File: src/source/aes_dec_consts.svh
`ifndef AES_DEC_CONSTS_SVH
`define AES_DEC_CONSTS_SVH

// AES-128 round count
`define AES_ROUNDS 10

// Register byte addresses, KEY0 is the most significant word
`define AES_REG_KEY0   6'h00
`define AES_REG_KEY1   6'h04
`define AES_REG_KEY2   6'h08
`define AES_REG_KEY3   6'h0C
`define AES_REG_DATA0  6'h10
`define AES_REG_DATA1  6'h14
`define AES_REG_DATA2  6'h18
`define AES_REG_DATA3  6'h1C
`define AES_REG_CTRL   6'h20
`define AES_REG_STATUS 6'h24

// Bit positions
`define AES_CTRL_START 0
`define AES_ST_BUSY    0
`define AES_ST_DONE    1

`endif

File: src/source/aes_dec_pkg.sv
`default_nettype none

package aes_dec_pkg;

    typedef logic [127:0] aes_block_t;  // Byte 0 in bits 127:120

    typedef enum logic [1:0] {
        KEY_HOLD = 2'b00,
        KEY_LOAD = 2'b01,
        KEY_FWD  = 2'b10,
        KEY_REV  = 2'b11
    } key_op_t;

    typedef struct packed {
        logic load;  // State <= ciphertext ^ round key
        logic step;  // One inverse round
        logic last;  // Final round, no InvMixColumns
    } round_ctrl_t;

    typedef struct packed {
        logic        cyc;
        logic        stb;
        logic        we;
        logic [5:0]  adr;  // Byte address
        logic [31:0] dat;
    } wb_req_t;

    typedef struct packed {
        logic [31:0] dat;
        logic        ack;
    } wb_rsp_t;

    // Multiply by x modulo the AES polynomial
    function automatic logic [7:0] gf_xtime(input logic [7:0] a);
        return {a[6:0], 1'b0} ^ (a[7] ? 8'h1b : 8'h00);
    endfunction

    function automatic logic [7:0] gf_mul(input logic [7:0] a, input logic [7:0] b);
        logic [7:0] p;
        logic [7:0] aa;
        p  = 8'h00;
        aa = a;
        for (int i = 0; i < 8; i++) begin
            if (b[i]) p = p ^ aa;
            aa = gf_xtime(aa);
        end
        return p;
    endfunction

endpackage

`default_nettype wire

File: src/source/aes_dec_wb_regs.sv
`timescale 1ns/1ps
`default_nettype none

`include "aes_dec_consts.svh"

module aes_dec_wb_regs (
    input  logic                    clk,
    input  logic                    rst_n,
    input  aes_dec_pkg::wb_req_t    wb_req,
    output aes_dec_pkg::wb_rsp_t    wb_rsp,
    output aes_dec_pkg::aes_block_t key,
    output aes_dec_pkg::aes_block_t ciphertext,
    input  aes_dec_pkg::aes_block_t plaintext,
    output logic                    start,
    input  logic                    busy,
    input  logic                    done
);

    logic        ack_q;
    logic [31:0] rdata_q;
    logic [31:0] rd_mux;
    logic        req_new;  // First cycle of a request
    logic        wr_en;
    logic        done_q;   // Sticky until the next start

    assign req_new = wb_req.cyc && wb_req.stb && !ack_q;
    assign wr_en   = req_new && wb_req.we;

    // Ignored while a block is in flight
    assign start = wr_en && (wb_req.adr == `AES_REG_CTRL)
                   && wb_req.dat[`AES_CTRL_START] && !busy;

    always_ff @(posedge clk or negedge rst_n) begin
        if (!rst_n) ack_q <= 1'b0;
        else        ack_q <= req_new;
    end

    always_ff @(posedge clk) begin
        if (wr_en) begin
            case (wb_req.adr)
                `AES_REG_KEY0:  key[127:96]        <= wb_req.dat;
                `AES_REG_KEY1:  key[95:64]         <= wb_req.dat;
                `AES_REG_KEY2:  key[63:32]         <= wb_req.dat;
                `AES_REG_KEY3:  key[31:0]          <= wb_req.dat;
                `AES_REG_DATA0: ciphertext[127:96] <= wb_req.dat;
                `AES_REG_DATA1: ciphertext[95:64]  <= wb_req.dat;
                `AES_REG_DATA2: ciphertext[63:32]  <= wb_req.dat;
                `AES_REG_DATA3: ciphertext[31:0]   <= wb_req.dat;
                default: ;
            endcase
        end
    end

    always_ff @(posedge clk or negedge rst_n) begin
        if (!rst_n)    done_q <= 1'b0;
        else if (start) done_q <= 1'b0;
        else if (done)  done_q <= 1'b1;
    end

    // DATA reads return the plaintext, not the written ciphertext
    always_comb begin
        rd_mux = 32'h0;
        case (wb_req.adr)
            `AES_REG_KEY0:   rd_mux = key[127:96];
            `AES_REG_KEY1:   rd_mux = key[95:64];
            `AES_REG_KEY2:   rd_mux = key[63:32];
            `AES_REG_KEY3:   rd_mux = key[31:0];
            `AES_REG_DATA0:  rd_mux = plaintext[127:96];
            `AES_REG_DATA1:  rd_mux = plaintext[95:64];
            `AES_REG_DATA2:  rd_mux = plaintext[63:32];
            `AES_REG_DATA3:  rd_mux = plaintext[31:0];
            `AES_REG_STATUS: begin
                rd_mux[`AES_ST_BUSY] = busy;
                rd_mux[`AES_ST_DONE] = done_q;
            end
            default: rd_mux = 32'h0;  // CTRL reads as zero too
        endcase
    end

    always_ff @(posedge clk) begin
        if (req_new && !wb_req.we) rdata_q <= rd_mux;
    end

    assign wb_rsp = '{dat: rdata_q, ack: ack_q};

endmodule

`default_nettype wire

File: config.mk
export PLATFORM = sky130hd
export DESIGN_NAME = aes_dec_wb_regs
export DESIGN_NICKNAME = d
export VERILOG_FILES = /design/src/source/aes_dec_pkg.sv /design/src/source/aes_dec_wb_regs.sv
export VERILOG_INCLUDE_DIRS = /design/src /design/src/source
export SDC_FILE = /design/constraint.sdc
export NUM_CORES = 1
export LEC_CHECK = 0
export ABC_AREA = 0
export BUFFER_PORTS_ARGS = -buffer_cell sky130_fd_sc_hd__clkbuf_2
export CAP_MARGIN = 20
export CORE_MARGIN = 2
export CORE_UTILIZATION = 25
export DETAILED_ROUTE_END_ITERATION = 16
export GPL_ROUTABILITY_DRIVEN = 0
export PLACE_DENSITY = 0.48
export SLEW_MARGIN = 20
export SYNTH_ARGS = -nofsm -noshare
export SYNTH_HDL_FRONTEND = slang
export SYNTH_SLANG_ARGS = --single-unit
File: constraint.sdc
create_clock -name clk -period 4.3 [get_ports clk]
set_input_delay 0.43 -clock clk [delete_from_list [all_inputs] [get_ports clk]]
set_output_delay 0.43 -clock clk [all_outputs]
set_load 0.02 [all_outputs]
==> metrics.log <==
INFO  metric synthToLayoutAreaGrowth = 37.9%
INFO  metric holdBufCountCts = 1
INFO  metric fin_cells = 1650
INFO  metric synth-seq-area-share = ~81%
INFO  metric unrepaired_setup_endpoints_after_global_routing = false
INFO  metric cts_tree = built
INFO  metric syn_avg_cell_area = 19.5 µm²
INFO  metric finish.net_count = 1213
INFO  metric row_count = 76
INFO  metric post_synth_and_or_nand_nor_area_fraction = under 10%
INFO  metric total_core_area = 42900 µm²
INFO  metric detail_route.first_pass.iterations = 8
INFO  metric detail_route.drc_violations = 0
INFO  metric layout_commonest_cell = sky130_fd_sc_hd__clkbuf_2
INFO  metric place_inst = approximately 1600
INFO  metric synth_top_family_by_area = multiplexers
INFO  metric crit_slowest_cell = sky130_fd_sc_hd__or4_2
INFO  metric initial_detailed_routing_violation_count = 573
INFO  metric final-setup-viol-count = 0
INFO  metric fmax = 372 MHz
INFO  metric timing.critical_path.required = 4690 ps
INFO  metric critical_path.startpoint_type = input pin
INFO  metric power.leakage = roughly 6 nW
INFO  metric die_height = 212 µm
INFO  metric ys_async_sr_fraction = less than 1%
INFO  metric yosys_warnings = 0
INFO  metric num_vias = 7502
INFO  metric rr_startpoint = ack_q
INFO  metric start_util = between 20% and 30%
INFO  metric drive_above_1_share = 55.9%
INFO  metric clock_insertion_delay_worst_skew = 550 ps
INFO  metric peakVddDrop = about 250 µV
INFO  metric cts_max_path_buffers = 3
INFO  metric global_route_usage_sum = between 10% and 20%
INFO  metric dp_hpwl = ~27000 µm
INFO  metric worst_path_largest_cell_delay = between 1000 and 1500 ps
INFO  metric max_slew.worst_pin.slew = 1050 ps
INFO  metric worstRegToRegCells = 4
INFO  metric mappedNetlistNets = just over 700
INFO  metric timing.critical_path.buf_inv = 2
INFO  metric gr-total-overflow = 0
INFO  metric run_status = finished, final reports clean
INFO  metric total_clock_sinks = between 200 and 300
INFO  metric route.antenna.remaining_nets = 0
INFO  metric cpLargestDelayFamily = simple AND/OR/NAND/NOR gates
INFO  metric wire_length_of_the_first_global_routing_pass = ~55000 µm
INFO  metric synth_xor_area_share = 0%
INFO  metric detailedPlace.worstSlack = between 1000 and 1500 ps
INFO  metric muxShareOfSynthArea = 7.48%
INFO  metric worstReg2RegEnd = ciphertext[118]
INFO  metric pwr_density_cell = a little over 400 nW/µm²
INFO  metric die_width = 212 µm
INFO  metric fillerInstances = 4194
INFO  metric grt_max_degree = 40
INFO  metric worstSetupPathType = input pin to flip-flop
INFO  metric port_buffer_cells = about 460
INFO  metric cp-end-kind = flip-flop
INFO  metric synthFlopType = sky130_fd_sc_hd__edfxtp_1
INFO  metric num_io_pins = 463
INFO  metric clk_root_buffer_cell = sky130_fd_sc_hd__clkbuf_16
INFO  metric drv_slew = 0
INFO  metric drt-wirelength-per-cell = between 20 and 25 µm
INFO  metric layout.cells.most_common_list = sky130_fd_sc_hd__clkbuf_2, sky130_fd_sc_hd__edfxtp_1, sky130_fd_sc_hd__mux2_2
INFO  metric detail_route.vias_per_cell = 4.55
INFO  metric number_of_global_route_vias_before_repair = slightly below 8000
INFO  metric routed_wl = 39700 µm
INFO  metric dieArea = 44900 µm²
INFO  metric numCtsBuffers = 35
INFO  metric fin_total_pwr = 0.00614 W
INFO  metric h-tree-depth = 2
INFO  metric postCtsResizedCells = 0
INFO  metric flops_latches_synth = 290
INFO  metric portion_of_the_clock_cycle_consumed_by_the_worst_path_in_the_final_layout = 62.5%
INFO  metric netlist-cell-type-count = 39
INFO  metric worst_clock_skew = 24.2 ps
INFO  metric period_minus_slack = 2690 ps
INFO  metric netlist_instances = around 550
INFO  metric ff2ff_setup_slack = 1740 ps
INFO  metric crit_path_start = wb_req[37]
INFO  metric fraction_of_the_mapped_netlist_area_in_compound_gates = 5.77%
INFO  metric critical_path_peak_fanout = 23
INFO  metric chain_of_cells_forming_the_critical_path = clkbuf_2 > or4_2 > nor2_4 > buf_4 > a222oi_1 > nand2_1
INFO  metric slew_headroom = 30.1%
INFO  metric hold_path.class = input pin to flip-flop
INFO  metric synth_adder_area_share = 0%
INFO  metric clkSlewWorstSetupHoldPaths = 60 ps
INFO  metric setup.worst_path.end = rdata_q[8]
INFO  metric antenna-diode-count = 0
INFO  metric synth-edff-count = 288
INFO  metric drv.max_cap_violation_count = 0
INFO  metric setup_tns = 0 ps
INFO  metric critical_path_cell_count = 6
INFO  metric final_hold_violation_count = 0
INFO  metric cp_data_arrival_time = 3080 ps
INFO  metric register_area = 8700 µm²
INFO  metric number_of_setup_buffers_added_after_cts = 0
INFO  metric synth.cell_area = 10800 µm²
INFO  metric antenna_found_initial = 1
INFO  metric finalWorstSetupSlack = 1610 ps
INFO  metric combined_area_of_the_multi_input_logic_cells = 1940 µm²
[final cells by class]
type                            instances  share of cell area [%]
Timing Repair Buffer                  481                    16.5
Tap cell                              585                    4.92
Clock inverter                         17                   0.798
Multi-Input combinational cell        231                    13.1
Sequential cell                       290                    58.4
Clock buffer                           45                    6.28
Inverter                                1                  0.0252
[how the worst min path moves through the flow]
stage                      from  endpoint  depth (start not counted)
after floorplan           rst_n     ack_q                          0
after global placement    rst_n     ack_q                          1
after detailed placement  rst_n     ack_q                          1
after CTS                  done    done_q                          3
after global routing       done    done_q                          3
final                      done    done_q                          3
[power breakdown]
part           total, W  leakage [nW]  switching (W)  internal [W]
combinational  0.000265          2.76       0.000154      0.000112
sequential      0.00312          2.65     0.00000300       0.00312
clock           0.00275         0.514        0.00116       0.00160
[state kept, by name, summed over array words and instances, names as in the netlist]
name	count
ciphertext	128
key	128
rdata_q	32
ack_q	1
done_q	1
[synth_stat cells (2+ instances only)]
| cell | n | share of area, % |
|---|---|---|
| sky130_fd_sc_hd__nor2_2 | 2 | 0.12 |
| sky130_fd_sc_hd__buf_4 | 5 | 0.35 |
| sky130_fd_sc_hd__a22oi_1 | 12 | 0.83 |
| sky130_fd_sc_hd__mux2i_1 | 23 | 2.1 |
| sky130_fd_sc_hd__nor4_1 | 4 | 0.23 |
| sky130_fd_sc_hd__nand2_1 | 35 | 1.2 |
| sky130_fd_sc_hd__mux2_2 | 49 | 5.1 |
| sky130_fd_sc_hd__a221oi_1 | 21 | 1.7 |
| sky130_fd_sc_hd__buf_2 | 12 | 0.56 |
| sky130_fd_sc_hd__buf_1 | 4 | 0.14 |
| sky130_fd_sc_hd__a21oi_1 | 3 | 0.14 |
| sky130_fd_sc_hd__nor3_2 | 2 | 0.19 |
| sky130_fd_sc_hd__buf_6 | 3 | 0.31 |
| sky130_fd_sc_hd__dfrtp_1 | 2 | 0.46 |
| sky130_fd_sc_hd__a222oi_1 | 30 | 2.8 |
| sky130_fd_sc_hd__edfxtp_1 | 288 | 80 |
| sky130_fd_sc_hd__nor2_1 | 7 | 0.24 |
| sky130_fd_sc_hd__nor3_1 | 22 | 1.0 |
| sky130_fd_sc_hd__clkbuf_8 | 2 | 0.25 |
| sky130_fd_sc_hd__clkbuf_1 | 5 | 0.17 |
| sky130_fd_sc_hd__and2_1 | 5 | 0.29 |
[cell families after synthesis]
kind of cell | after synthesis
flops | 290
simple gates | 88
mux | 73
compound gates | 70
buf+inv | 33
[worst reg2reg max path, cell delays in order, from the launching register on]
cell and delay (ps):
sky130_fd_sc_hd__dfrtp_1 410, sky130_fd_sc_hd__and4b_1 410, sky130_fd_sc_hd__nand2_1 230, sky130_fd_sc_hd__nor2_4 780, sky130_fd_sc_hd__buf_4 420
[per-stage QoR]
stage / hold WS, ps / area, µm² / utilization (%)
2_1_floorplan: 134 / 10800 / -
5_1_grt: 132 / 14900 / 34.7
3_3_place_gp: 225 / 13800 / 32.2
6_report: 145 / 14900 / 34.7
4_1_cts: 103 / 14900 / 34.7
3_5_place_dp: 231 / 13800 / 32.2
[per-layer routing]
metal | vias up | global-route usage (%) | share of wire, %
met5 | - | 0 | 0.030
met4 | 2 | 4.57 | 2.0
met3 | 55 | 5.22 | 8.0
met2 | 391 | 28.9 | 49
met1 | 3776 | 21.1 | 41
li1 | 3278 | - | -
(Power assumes the default switching activity.)
