### config.mk
export PLATFORM = sky130hd
export DESIGN_NAME = aes_dec_controller
export DESIGN_NICKNAME = d
export VERILOG_FILES = /design/src/source/aes_dec_pkg.sv /design/src/source/aes_dec_controller.sv
export VERILOG_INCLUDE_DIRS = /design/src /design/src/source
export SDC_FILE = /design/constraint.sdc
export NUM_CORES = 1
export LEC_CHECK = 0
export BUFFER_PORTS_ARGS = -buffer_cell sky130_fd_sc_hd__buf_4
export CAP_MARGIN = 5
export CORE_ASPECT_RATIO = 1.5
export CORE_MARGIN = 2
export CORE_UTILIZATION = 56
export CTS_CLUSTER_DIAMETER = 150
export CTS_CLUSTER_SIZE = 30
export DETAILED_ROUTE_END_ITERATION = 7
export PLACE_DENSITY = 0.84
export SYNTH_ARGS = -nofsm -noshare
export SYNTH_HDL_FRONTEND = slang
export SYNTH_SLANG_ARGS = --single-unit
export TNS_END_PERCENT = 100
### constraint.sdc
create_clock -name clk -period 6.2 [get_ports clk]
set_input_delay 1.24 -clock clk [delete_from_list [all_inputs] [get_ports clk]]
set_output_delay 1.24 -clock clk [all_outputs]
set_load 0.02 [all_outputs]
### src/source/aes_dec_consts.svh
`ifndef AES_DEC_CONSTS_SVH
`define AES_DEC_CONSTS_SVH

// AES-128 round count
`define AES_ROUNDS 10

// Register byte addresses, KEY0 is the most significant word
`define AES_REG_KEY0   6'h00
`define AES_REG_KEY1   6'h04
`define AES_REG_KEY2   6'h08
`define AES_REG_KEY3   6'h0C
`define AES_REG_DATA0  6'h10
`define AES_REG_DATA1  6'h14
`define AES_REG_DATA2  6'h18
`define AES_REG_DATA3  6'h1C
`define AES_REG_CTRL   6'h20
`define AES_REG_STATUS 6'h24

// Bit positions
`define AES_CTRL_START 0
`define AES_ST_BUSY    0
`define AES_ST_DONE    1

`endif

### src/source/aes_dec_pkg.sv
`default_nettype none

package aes_dec_pkg;

    typedef logic [127:0] aes_block_t;  // Byte 0 in bits 127:120

    typedef enum logic [1:0] {
        KEY_HOLD = 2'b00,
        KEY_LOAD = 2'b01,
        KEY_FWD  = 2'b10,
        KEY_REV  = 2'b11
    } key_op_t;

    typedef struct packed {
        logic load;  // State <= ciphertext ^ round key
        logic step;  // One inverse round
        logic last;  // Final round, no InvMixColumns
    } round_ctrl_t;

    typedef struct packed {
        logic        cyc;
        logic        stb;
        logic        we;
        logic [5:0]  adr;  // Byte address
        logic [31:0] dat;
    } wb_req_t;

    typedef struct packed {
        logic [31:0] dat;
        logic        ack;
    } wb_rsp_t;

    // Multiply by x modulo the AES polynomial
    function automatic logic [7:0] gf_xtime(input logic [7:0] a);
        return {a[6:0], 1'b0} ^ (a[7] ? 8'h1b : 8'h00);
    endfunction

    function automatic logic [7:0] gf_mul(input logic [7:0] a, input logic [7:0] b);
        logic [7:0] p;
        logic [7:0] aa;
        p  = 8'h00;
        aa = a;
        for (int i = 0; i < 8; i++) begin
            if (b[i]) p = p ^ aa;
            aa = gf_xtime(aa);
        end
        return p;
    endfunction

endpackage

`default_nettype wire

### src/source/aes_dec_controller.sv
`timescale 1ns/1ps
`default_nettype none

`include "aes_dec_consts.svh"

module aes_dec_controller (
    input  logic                     clk,
    input  logic                     rst_n,
    input  logic                     start,
    input  aes_dec_pkg::aes_block_t  key,
    input  aes_dec_pkg::aes_block_t  round_key,
    output aes_dec_pkg::key_op_t     key_op,
    output aes_dec_pkg::aes_block_t  load_key,
    output logic [3:0]               rcon_round,
    output aes_dec_pkg::round_ctrl_t round_ctrl,
    output logic                     busy,
    output logic                     done
);

    import aes_dec_pkg::*;

    typedef enum logic [1:0] {
        IDLE,
        EXPAND,     // Forward expansion up to K10
        START_DEC,  // Initial AddRoundKey
        DECRYPT
    } state_t;

    state_t     state, state_nxt;
    logic [3:0] cnt;          // Round index of the key in the expander
    aes_block_t cache_key;
    aes_block_t cache_k10;
    logic       cache_valid;
    logic       key_hit;

    assign key_hit  = cache_valid && (cache_key == key);
    assign load_key = key_hit ? cache_k10 : key;  // Skip expansion on a repeat key
    assign busy     = (state != IDLE);

    always_comb begin
        state_nxt = state;
        case (state)
            IDLE:      if (start) state_nxt = key_hit ? START_DEC : EXPAND;
            EXPAND:    if (cnt == 4'(`AES_ROUNDS)) state_nxt = START_DEC;
            START_DEC: state_nxt = DECRYPT;
            DECRYPT:   if (cnt == 4'd0) state_nxt = IDLE;
            default:   state_nxt = IDLE;
        endcase
    end

    always_ff @(posedge clk or negedge rst_n) begin
        if (!rst_n) state <= IDLE;
        else        state <= state_nxt;
    end

    always_ff @(posedge clk or negedge rst_n) begin
        if (!rst_n) begin
            cnt <= 4'd0;
        end else begin
            case (state)
                IDLE:      if (start) cnt <= 4'd1;
                EXPAND:    cnt <= cnt + 4'd1;
                START_DEC: cnt <= 4'(`AES_ROUNDS - 1);
                DECRYPT:   if (cnt != 4'd0) cnt <= cnt - 4'd1;
                default:   cnt <= cnt;
            endcase
        end
    end

    // Key cache, written only when a run actually starts
    always_ff @(posedge clk or negedge rst_n) begin
        if (!rst_n) begin
            cache_key   <= '0;
            cache_k10   <= '0;
            cache_valid <= 1'b0;
        end else begin
            if (state == IDLE && start) begin
                cache_key   <= key;
                cache_valid <= 1'b1;
            end
            if (state == START_DEC) cache_k10 <= round_key;  // Expander holds K10 here
        end
    end

    always_ff @(posedge clk or negedge rst_n) begin
        if (!rst_n) done <= 1'b0;
        else        done <= (state == DECRYPT) && (cnt == 4'd0);
    end

    always_comb begin
        key_op     = KEY_HOLD;
        rcon_round = 4'd0;
        round_ctrl = '0;
        case (state)
            IDLE: begin
                if (start) key_op = KEY_LOAD;
            end
            EXPAND: begin
                key_op     = KEY_FWD;
                rcon_round = cnt;
            end
            START_DEC: begin
                key_op          = KEY_REV;  // K10 back to K9
                rcon_round      = 4'(`AES_ROUNDS);
                round_ctrl.load = 1'b1;
            end
            DECRYPT: begin
                round_ctrl.step = 1'b1;
                rcon_round      = cnt;
                if (cnt == 4'd0) round_ctrl.last = 1'b1;
                else             key_op = KEY_REV;
            end
            default: ;
        endcase
    end

endmodule

`default_nettype wire

==> summary.txt, run 1 <==
Route
  – Remaining routing DRC violations: 0
  – Via count: about 9.3k
  – Vias per cell: between 5 and 6
  – WL final: 35.2 mm
  – Initial DRC Count: ~440
  – Wirelength per Cell: approximately 21 um
  – Pre-antenna DRT Iters: 4
  – Antenna violation net count after detailed routing: 0

Finish
  – Most frequent cells in the layout: buf_4 (399), mux2_2 (274), dfrtp_1 (264), mux2_1 (98), xnor2_1 (63)
  – Fin area: around 17000 um^2
  – P&R area growth vs syn: 27.2%
  – Layout cells sized above 1: 0.508
  – Most common cell after layout, fill and taps aside: buf_4
  – Antenna Cells: 0
  – Final net count: ~1.6k
  – Fin cells: roughly 1.7k

Pwr
  – Combinational share of power: 0.383
  – Switching part of the total: 0.325
  – Flop pwr share: 0.477
  – Switching power: 2130 uW
  – Internal: roughly 4400 uW
  – LEAKAGE: 0.00750 uW
  – Clock power frac: 0.140
  – Tot Pwr: 6550 uW
  – Cell Pwr Density: roughly 400 nW/um^2
  – Max VDD drop: roughly 0.32 mV

Clocking
  – Hold_buf cts: 0
  – Max clock buf depth: 3
  – Root Buffer: clkbuf_16
  – Clock slew at reported path FFs: between 0.1 and 0.15 ns
  – CTS sink cnt: approximately 260
  – CTS H-Tree Depth: 1
  – Cts bufs inserted: 12
  – Cts repair resizes: 0
  – CTS tree: built
  – Worst-Skew Late Latency: between 0.4 and 0.5 ns
  – Postcts setup bufs: 0

Critical path
  – Startpoint Class: input port
  – Slowest CP cell: nor4_1
  – CP cell instances: buf_4 -> xnor2_1 -> nand4_1 -> nor4_1 -> nand4_1 -> nor4_4 -> buf_12 -> mux2_1 -> buf_4
  – Crit path required time: between 4 and 5 ns
  – Critical Path AT: 4.04 ns
  – Crit-path max FO: 81
  – Worst stage delay on the critical path: approximately 0.48 ns
  – Critical Path End Type: output port
  – Worst setup path class: input port to output port

Floorplanning
  – Core Box Area: 23100 um^2
  – Overall die width: around 130 um
  – Row count: 68
  – Die Y: roughly 190 um
  – Die area: approximately 25000 um^2
  – I/O pin count: 398
  – Starting Density: 0.572

Synthesis
  – Synth Instances: between 900 and 1k
  – YS warnings: 0
  – Yosys reg bits: 264
  – Syn Std Cell Area: between 10000 and 15000 um^2
  – Post-synthesis cell type count: 35
  – Mapped Avg Cell Area: 13.3 um^2
  – Syn Nets: ~1.3k
  – Register area share after synthesis: 0.501

STA
  – Actual slew at the worst max-slew pin: a little under 1 ns
  – Clock Skew: 0.0104 ns
  – Setup TNS: 0 ns
  – Final period util: 0.852
  – Max frequency: 0.189 GHz
  – Slew headroom: 0.341
  – Final WS setup: 0.920 ns
  – Setup Viol. Count Final: 0
  – Pins over their slew limit: 0
  – Final min period: 5.28 ns
  – Unrepaired setup endpoints after global routing: false
  – Final Hold Fails: 0

Placed design
  – Dpl hpwl: between 20 and 30 mm
  – Placed inst area: about 16000 um^2
  – Port bufs: about 400
  – Final Wtd Congestion: 0.875
  – DP Cell Count: ~1.7k
  – Setup WS pre-CTS: ~0.91 ns

Global routing
  – First-pass GRT wire length: 52.8 mm
  – Initial antenna violation count: 0
  – GRT Overall Usage: 0.278
  – Largest net degree at the start of global routing: between 100 and 150
  – Vias in the first global route: around 9.7k
  – Gr ovfl total: 0

Flow run
  – Maxcap violations: 0

Run status
  – Status: completed

Worst hold path
  – HP Class: flop to flop
-- final cells by class --
cell class,instances,area [um^2]
multi-input cells,658,6270
fillers,1630,6290
inverters,26,97.6
clock inverters,1,8.76
repair buffers,403,3070
flip-flops and latches,264,6610
clock buffers,13,325
well taps,315,394
-- metal layers --
metal / wire length (um) / GRT usage / part of all wire
met1: 13500 / 0.338 / 0.38
met2: 18900 / 0.507 / 0.54
met3: 1780 / 0.0398 / 0.051
met4: 1040 / 0.0836 / 0.029
met5: 0 / 0 / 0
-- critical path, delay by kind of cell --
kind,cells,cell delay (ns)
and+or+nand+nor,4,1.46
buffers and inverters,3,0.70
xor gates and xnor gates,1,0.15
muxes,1,0.40
-- metrics by stage --
stage	util	hold WS, ns
3_5_place_dp	0.713	0.459
5_1_grt	0.727	0.528
6_report	0.727	0.497
4_1_cts	0.727	0.493
3_3_place_gp	0.713	0.447
2_1_floorplan	-	0.427
-- cells in the mapped netlist, drive strengths merged --
cell	n	area, um^2
a2111oi	2	17.5
mux2	372	4190
a2111o	13	146
nor2b	40	250
o2111ai	7	61.3
inv	26	97.6
nand2b	22	138
nor3	1	5.00
nand4	17	106
and2	2	12.5
o2bb2ai	2	17.5
fa	1	20.0
buf	22	165
o22ai	3	18.8
nor2	10	37.5
a21oi	6	30.0
and3	1	6.26
o31ai	1	7.51
mux2i	2	20.0
nand2	27	101
xor2	19	166
dfrtp	264	6610
xnor2	63	552
ha	7	87.6
nor4	15	100
a21o	3	22.5
o21ai	14	70.1
nand3	4	20.0
clkbuf	21	78.8
o221ai	4	35.0
-- kinds of logic (layout without fill, tap and decap cells) --
| family | Yosys count | in the layout | share of synthesized area |
|---|---|---|---|
| adder cells (fa/ha/maj) | 8 | 8 | 0.00816 |
| AO/OA/AOI/OAI | 55 | 55 | 0.0324 |
| AND/OR/NAND/NOR | 139 | 139 | 0.0589 |
| XOR/XNOR | 82 | 82 | 0.0545 |
| flip-flops | 264 | 264 | 0.501 |
| multiplexers | 374 | 374 | 0.319 |
| buffers and inverters | 69 | 443 | 0.0259 |
-- path summary, 6_finish.rpt --
kind	depth (start not counted)	to	from	slack, ns
worst max-delay path	9	load_key[51]	key[59]	0.92
worst min-delay path	1	cache_valid$_DFFE_PN0P_	cache_valid$_DFFE_PN0P_	0.50
worst max register to register	4	cache_k10[81]$_DFFE_PN0P_	state[0]$_DFFE_PN0P_	3.30
worst min register to register	1	cache_valid$_DFFE_PN0P_	cache_valid$_DFFE_PN0P_	0.50
max in group asynchronous	2	cache_key[43]$_DFFE_PN0P_	rst_n	4.00
min in group asynchronous	1	cache_k10[121]$_DFFE_PN0P_	rst_n	0.87
-- power by group through the flow --
stage / clock (uW) / sequential [uW] / combinational [uW]
after global placement: 0 / 3110 / 2450
after global routing: 997 / 3240 / 2720
final: 918 / 3120 / 2510
after detailed placement: 0 / 3170 / 2530
after CTS: 945 / 3120 / 2540
after floorplan: 0 / 3000 / 1860
-- flip-flops by register name, indices dropped and copies added, names as in the netlist --
name	cells
state	2
cache_key	128
cnt	4
cache_k10	128
done	1
cache_valid	1
(Power assumes the default switching activity.)
==> run 2, diff against run 1 <==
Settings changed: CELL_PAD_IN_SITES_DETAIL_PLACEMENT set to 0, CELL_PAD_IN_SITES_GLOBAL_PLACEMENT set to 1, CORE_UTILIZATION 56 to 44, PLACE_DENSITY 0.84 to 0.83.
==> run 2 against run 1 <==
Compared with the run above: critical path depth is the same; highest routed layer unchanged; worst setup slack lost 0.050 ns; total power shrank 0.23%; largest cell class unchanged; sequential share of layout area shrank 0.23 points; clock skew grew 0.0012 ns; via count shrank 2.2%.
==> summary.txt, run 2 (synthesis results as in run 1) <==
Global routing
  – M3 GR Usage: 0.0319
  – Met2 Track Usage GR: 0.407
  – M1 GR Usage: 0.279
  – First-pass GRT wire length: between 50 and 60 mm
  – Gr ovfl total: 0
  – GRT Overall Usage: 0.226
  – Vias in the first global route: about 9.5k
  – GRT busiest layer: met2
  – Initial antenna violation count: 0
  – Largest net degree at the start of global routing: 173

Finish
  – Regs by FF count: cache_k10 x128, cache_key x128, cnt x4
  – Final net count: between 1.5k and 2k
  – Fin util: 0.572
  – Most frequent cells in the layout: buf_4 (399), mux2_2 (274), dfrtp_1 (264), mux2_1 (98), xnor2_1 (63)
  – Most common cell after layout, fill and taps aside: buf_4
  – P&R area growth vs syn: 27.9%
  – Fin cells: roughly 1.8k
  – Layout cells sized above 1: 0.508
  – Antenna Cells: 0

Route
  – Pre-antenna DRT Iters: 4
  – WL final: about 36 mm
  – Antenna violation net count after detailed routing: 0
  – Vias per cell: 5.17
  – Initial DRC Count: roughly 350
  – Via count: just over 9k
  – Wirelength per Cell: around 21 um
  – Remaining routing DRC violations: 0

STA
  – Setup Viol. Count Final: 0
  – Slew headroom: 0.258
  – Setup TNS: 0 ns
  – Final period util: 0.860
  – Final min period: ~5.3 ns
  – Unrepaired setup endpoints after global routing: false
  – Clock Skew: 0.0116 ns
  – Pins over their slew limit: 0
  – Max frequency: around 0.19 GHz
  – Final WS setup: around 0.87 ns
  – Final Hold Fails: 0
  – Actual slew at the worst max-slew pin: between 1 and 1.5 ns

Clocking
  – CTS sink cnt: around 260
  – Root Buffer: clkbuf_16
  – Hold_buf cts: 0
  – Clock slew at reported path FFs: around 0.12 ns
  – Cts bufs inserted: 12
  – Postcts setup bufs: 0
  – Max clock buf depth: 3
  – CTS tree: built
  – Worst-Skew Late Latency: 0.50 ns
  – CTS H-Tree Depth: 1
  – Cts repair resizes: 0

Critical path
  – Startpoint Class: input port
  – Worst setup path class: input port to output port
  – Crit-path max FO: 93
  – Critical Path End Type: output port
  – Crit path required time: ~5 ns
  – Critical Path AT: around 4.1 ns

Pwr
  – Flop pwr share: 0.475
  – LEAKAGE: between 0.007 and 0.008 uW
  – Combinational share of power: 0.383
  – Internal: ~4400 uW
  – Switching part of the total: 0.323
  – Max VDD drop: between 0.15 and 0.2 mV
  – Clock power frac: 0.142
  – Tot Pwr: roughly 6500 uW
  – Cell Pwr Density: slightly below 400 nW/um^2
  – Switching power: 2110 uW

Floorplanning
  – Row count: 77
  – Die area: 31400 um^2
  – Die Y: ~220 um
  – Core Box Area: roughly 29000 um^2
  – Overall die width: ~150 um
  – I/O pin count: ~400
  – Starting Density: 0.447

Placed design
  – Final Wtd Congestion: 0.867
  – Port bufs: 397
  – Dpl hpwl: roughly 28 mm
  – Setup WS pre-CTS: between 0.7 and 0.8 ns
  – DP Cell Count: between 1.5k and 2k

Flow run
  – Maxcap violations: 0

Worst hold path
  – HP Class: flop to flop

Run status
  – Status: completed
run 2: cell counts in the layout (fill, tap and decap cells not counted):
Identical to the previous run, type by type.
run 2: worst paths after layout:
path | start | endpoint | slack, ns | cells past startpoint
min reg2reg | cache_valid$_DFFE_PN0P_ | cache_valid$_DFFE_PN0P_ | 0.51 | 1
max | key[61] | load_key[1] | 0.87 | 9
min in group asynchronous | rst_n | cache_k10[122]$_DFFE_PN0P_ | 0.74 | 1
max reg2reg | state[0]$_DFFE_PN0P_ | cache_k10[74]$_DFFE_PN0P_ | 3.18 | 4
min | cache_valid$_DFFE_PN0P_ | cache_valid$_DFFE_PN0P_ | 0.51 | 1
max in group asynchronous | rst_n | cache_key[67]$_DFFE_PN0P_ | 3.90 | 2
run 2: stage by stage:
stage / hold WS, ns / area [um^2]
3_3_place_gp: 0.452 / 16500
4_1_cts: 0.509 / 16900
5_1_grt: 0.527 / 16900
3_5_place_dp: 0.476 / 16500
2_1_floorplan: 0.427 / 13200
6_report: 0.509 / 16900
run 2: critical path: stages:
cell	delay (ns)
buf_4	0.12
xnor2_1	0.16
nand4_1	0.25
nor4_1	0.52
nand4_1	0.21
nor4_4	0.49
buf_12	0.47
mux2_2	0.40
buf_4	0.16
run 2: layout make-up:
class	count	area, um^2
Clock buffer	13	325
Sequential cell	264	6610
Timing Repair Buffer	403	3070
Tap cell	395	494
Clock inverter	1	8.76
Inverter	26	97.6
Fill cell	2550	12600
Multi-Input combinational cell	658	6270
run 2: power by group through the flow:
stage,clock network (uW),registers [uW],logic [uW]
after CTS,964,3110,2540
after detailed placement,0,3150,2530
after floorplan,0,3000,1860
after global routing,1020,3220,2730
after global placement,0,3110,2460
final,929,3110,2500
run 2: routing by layer:
metal | vias to the layer above | part of all wire
li1 | 4273 | -
met1 | 4531 | 0.41
met2 | 241 | 0.52
met3 | 48 | 0.043
met4 | 0 | 0.031
met5 | - | 0
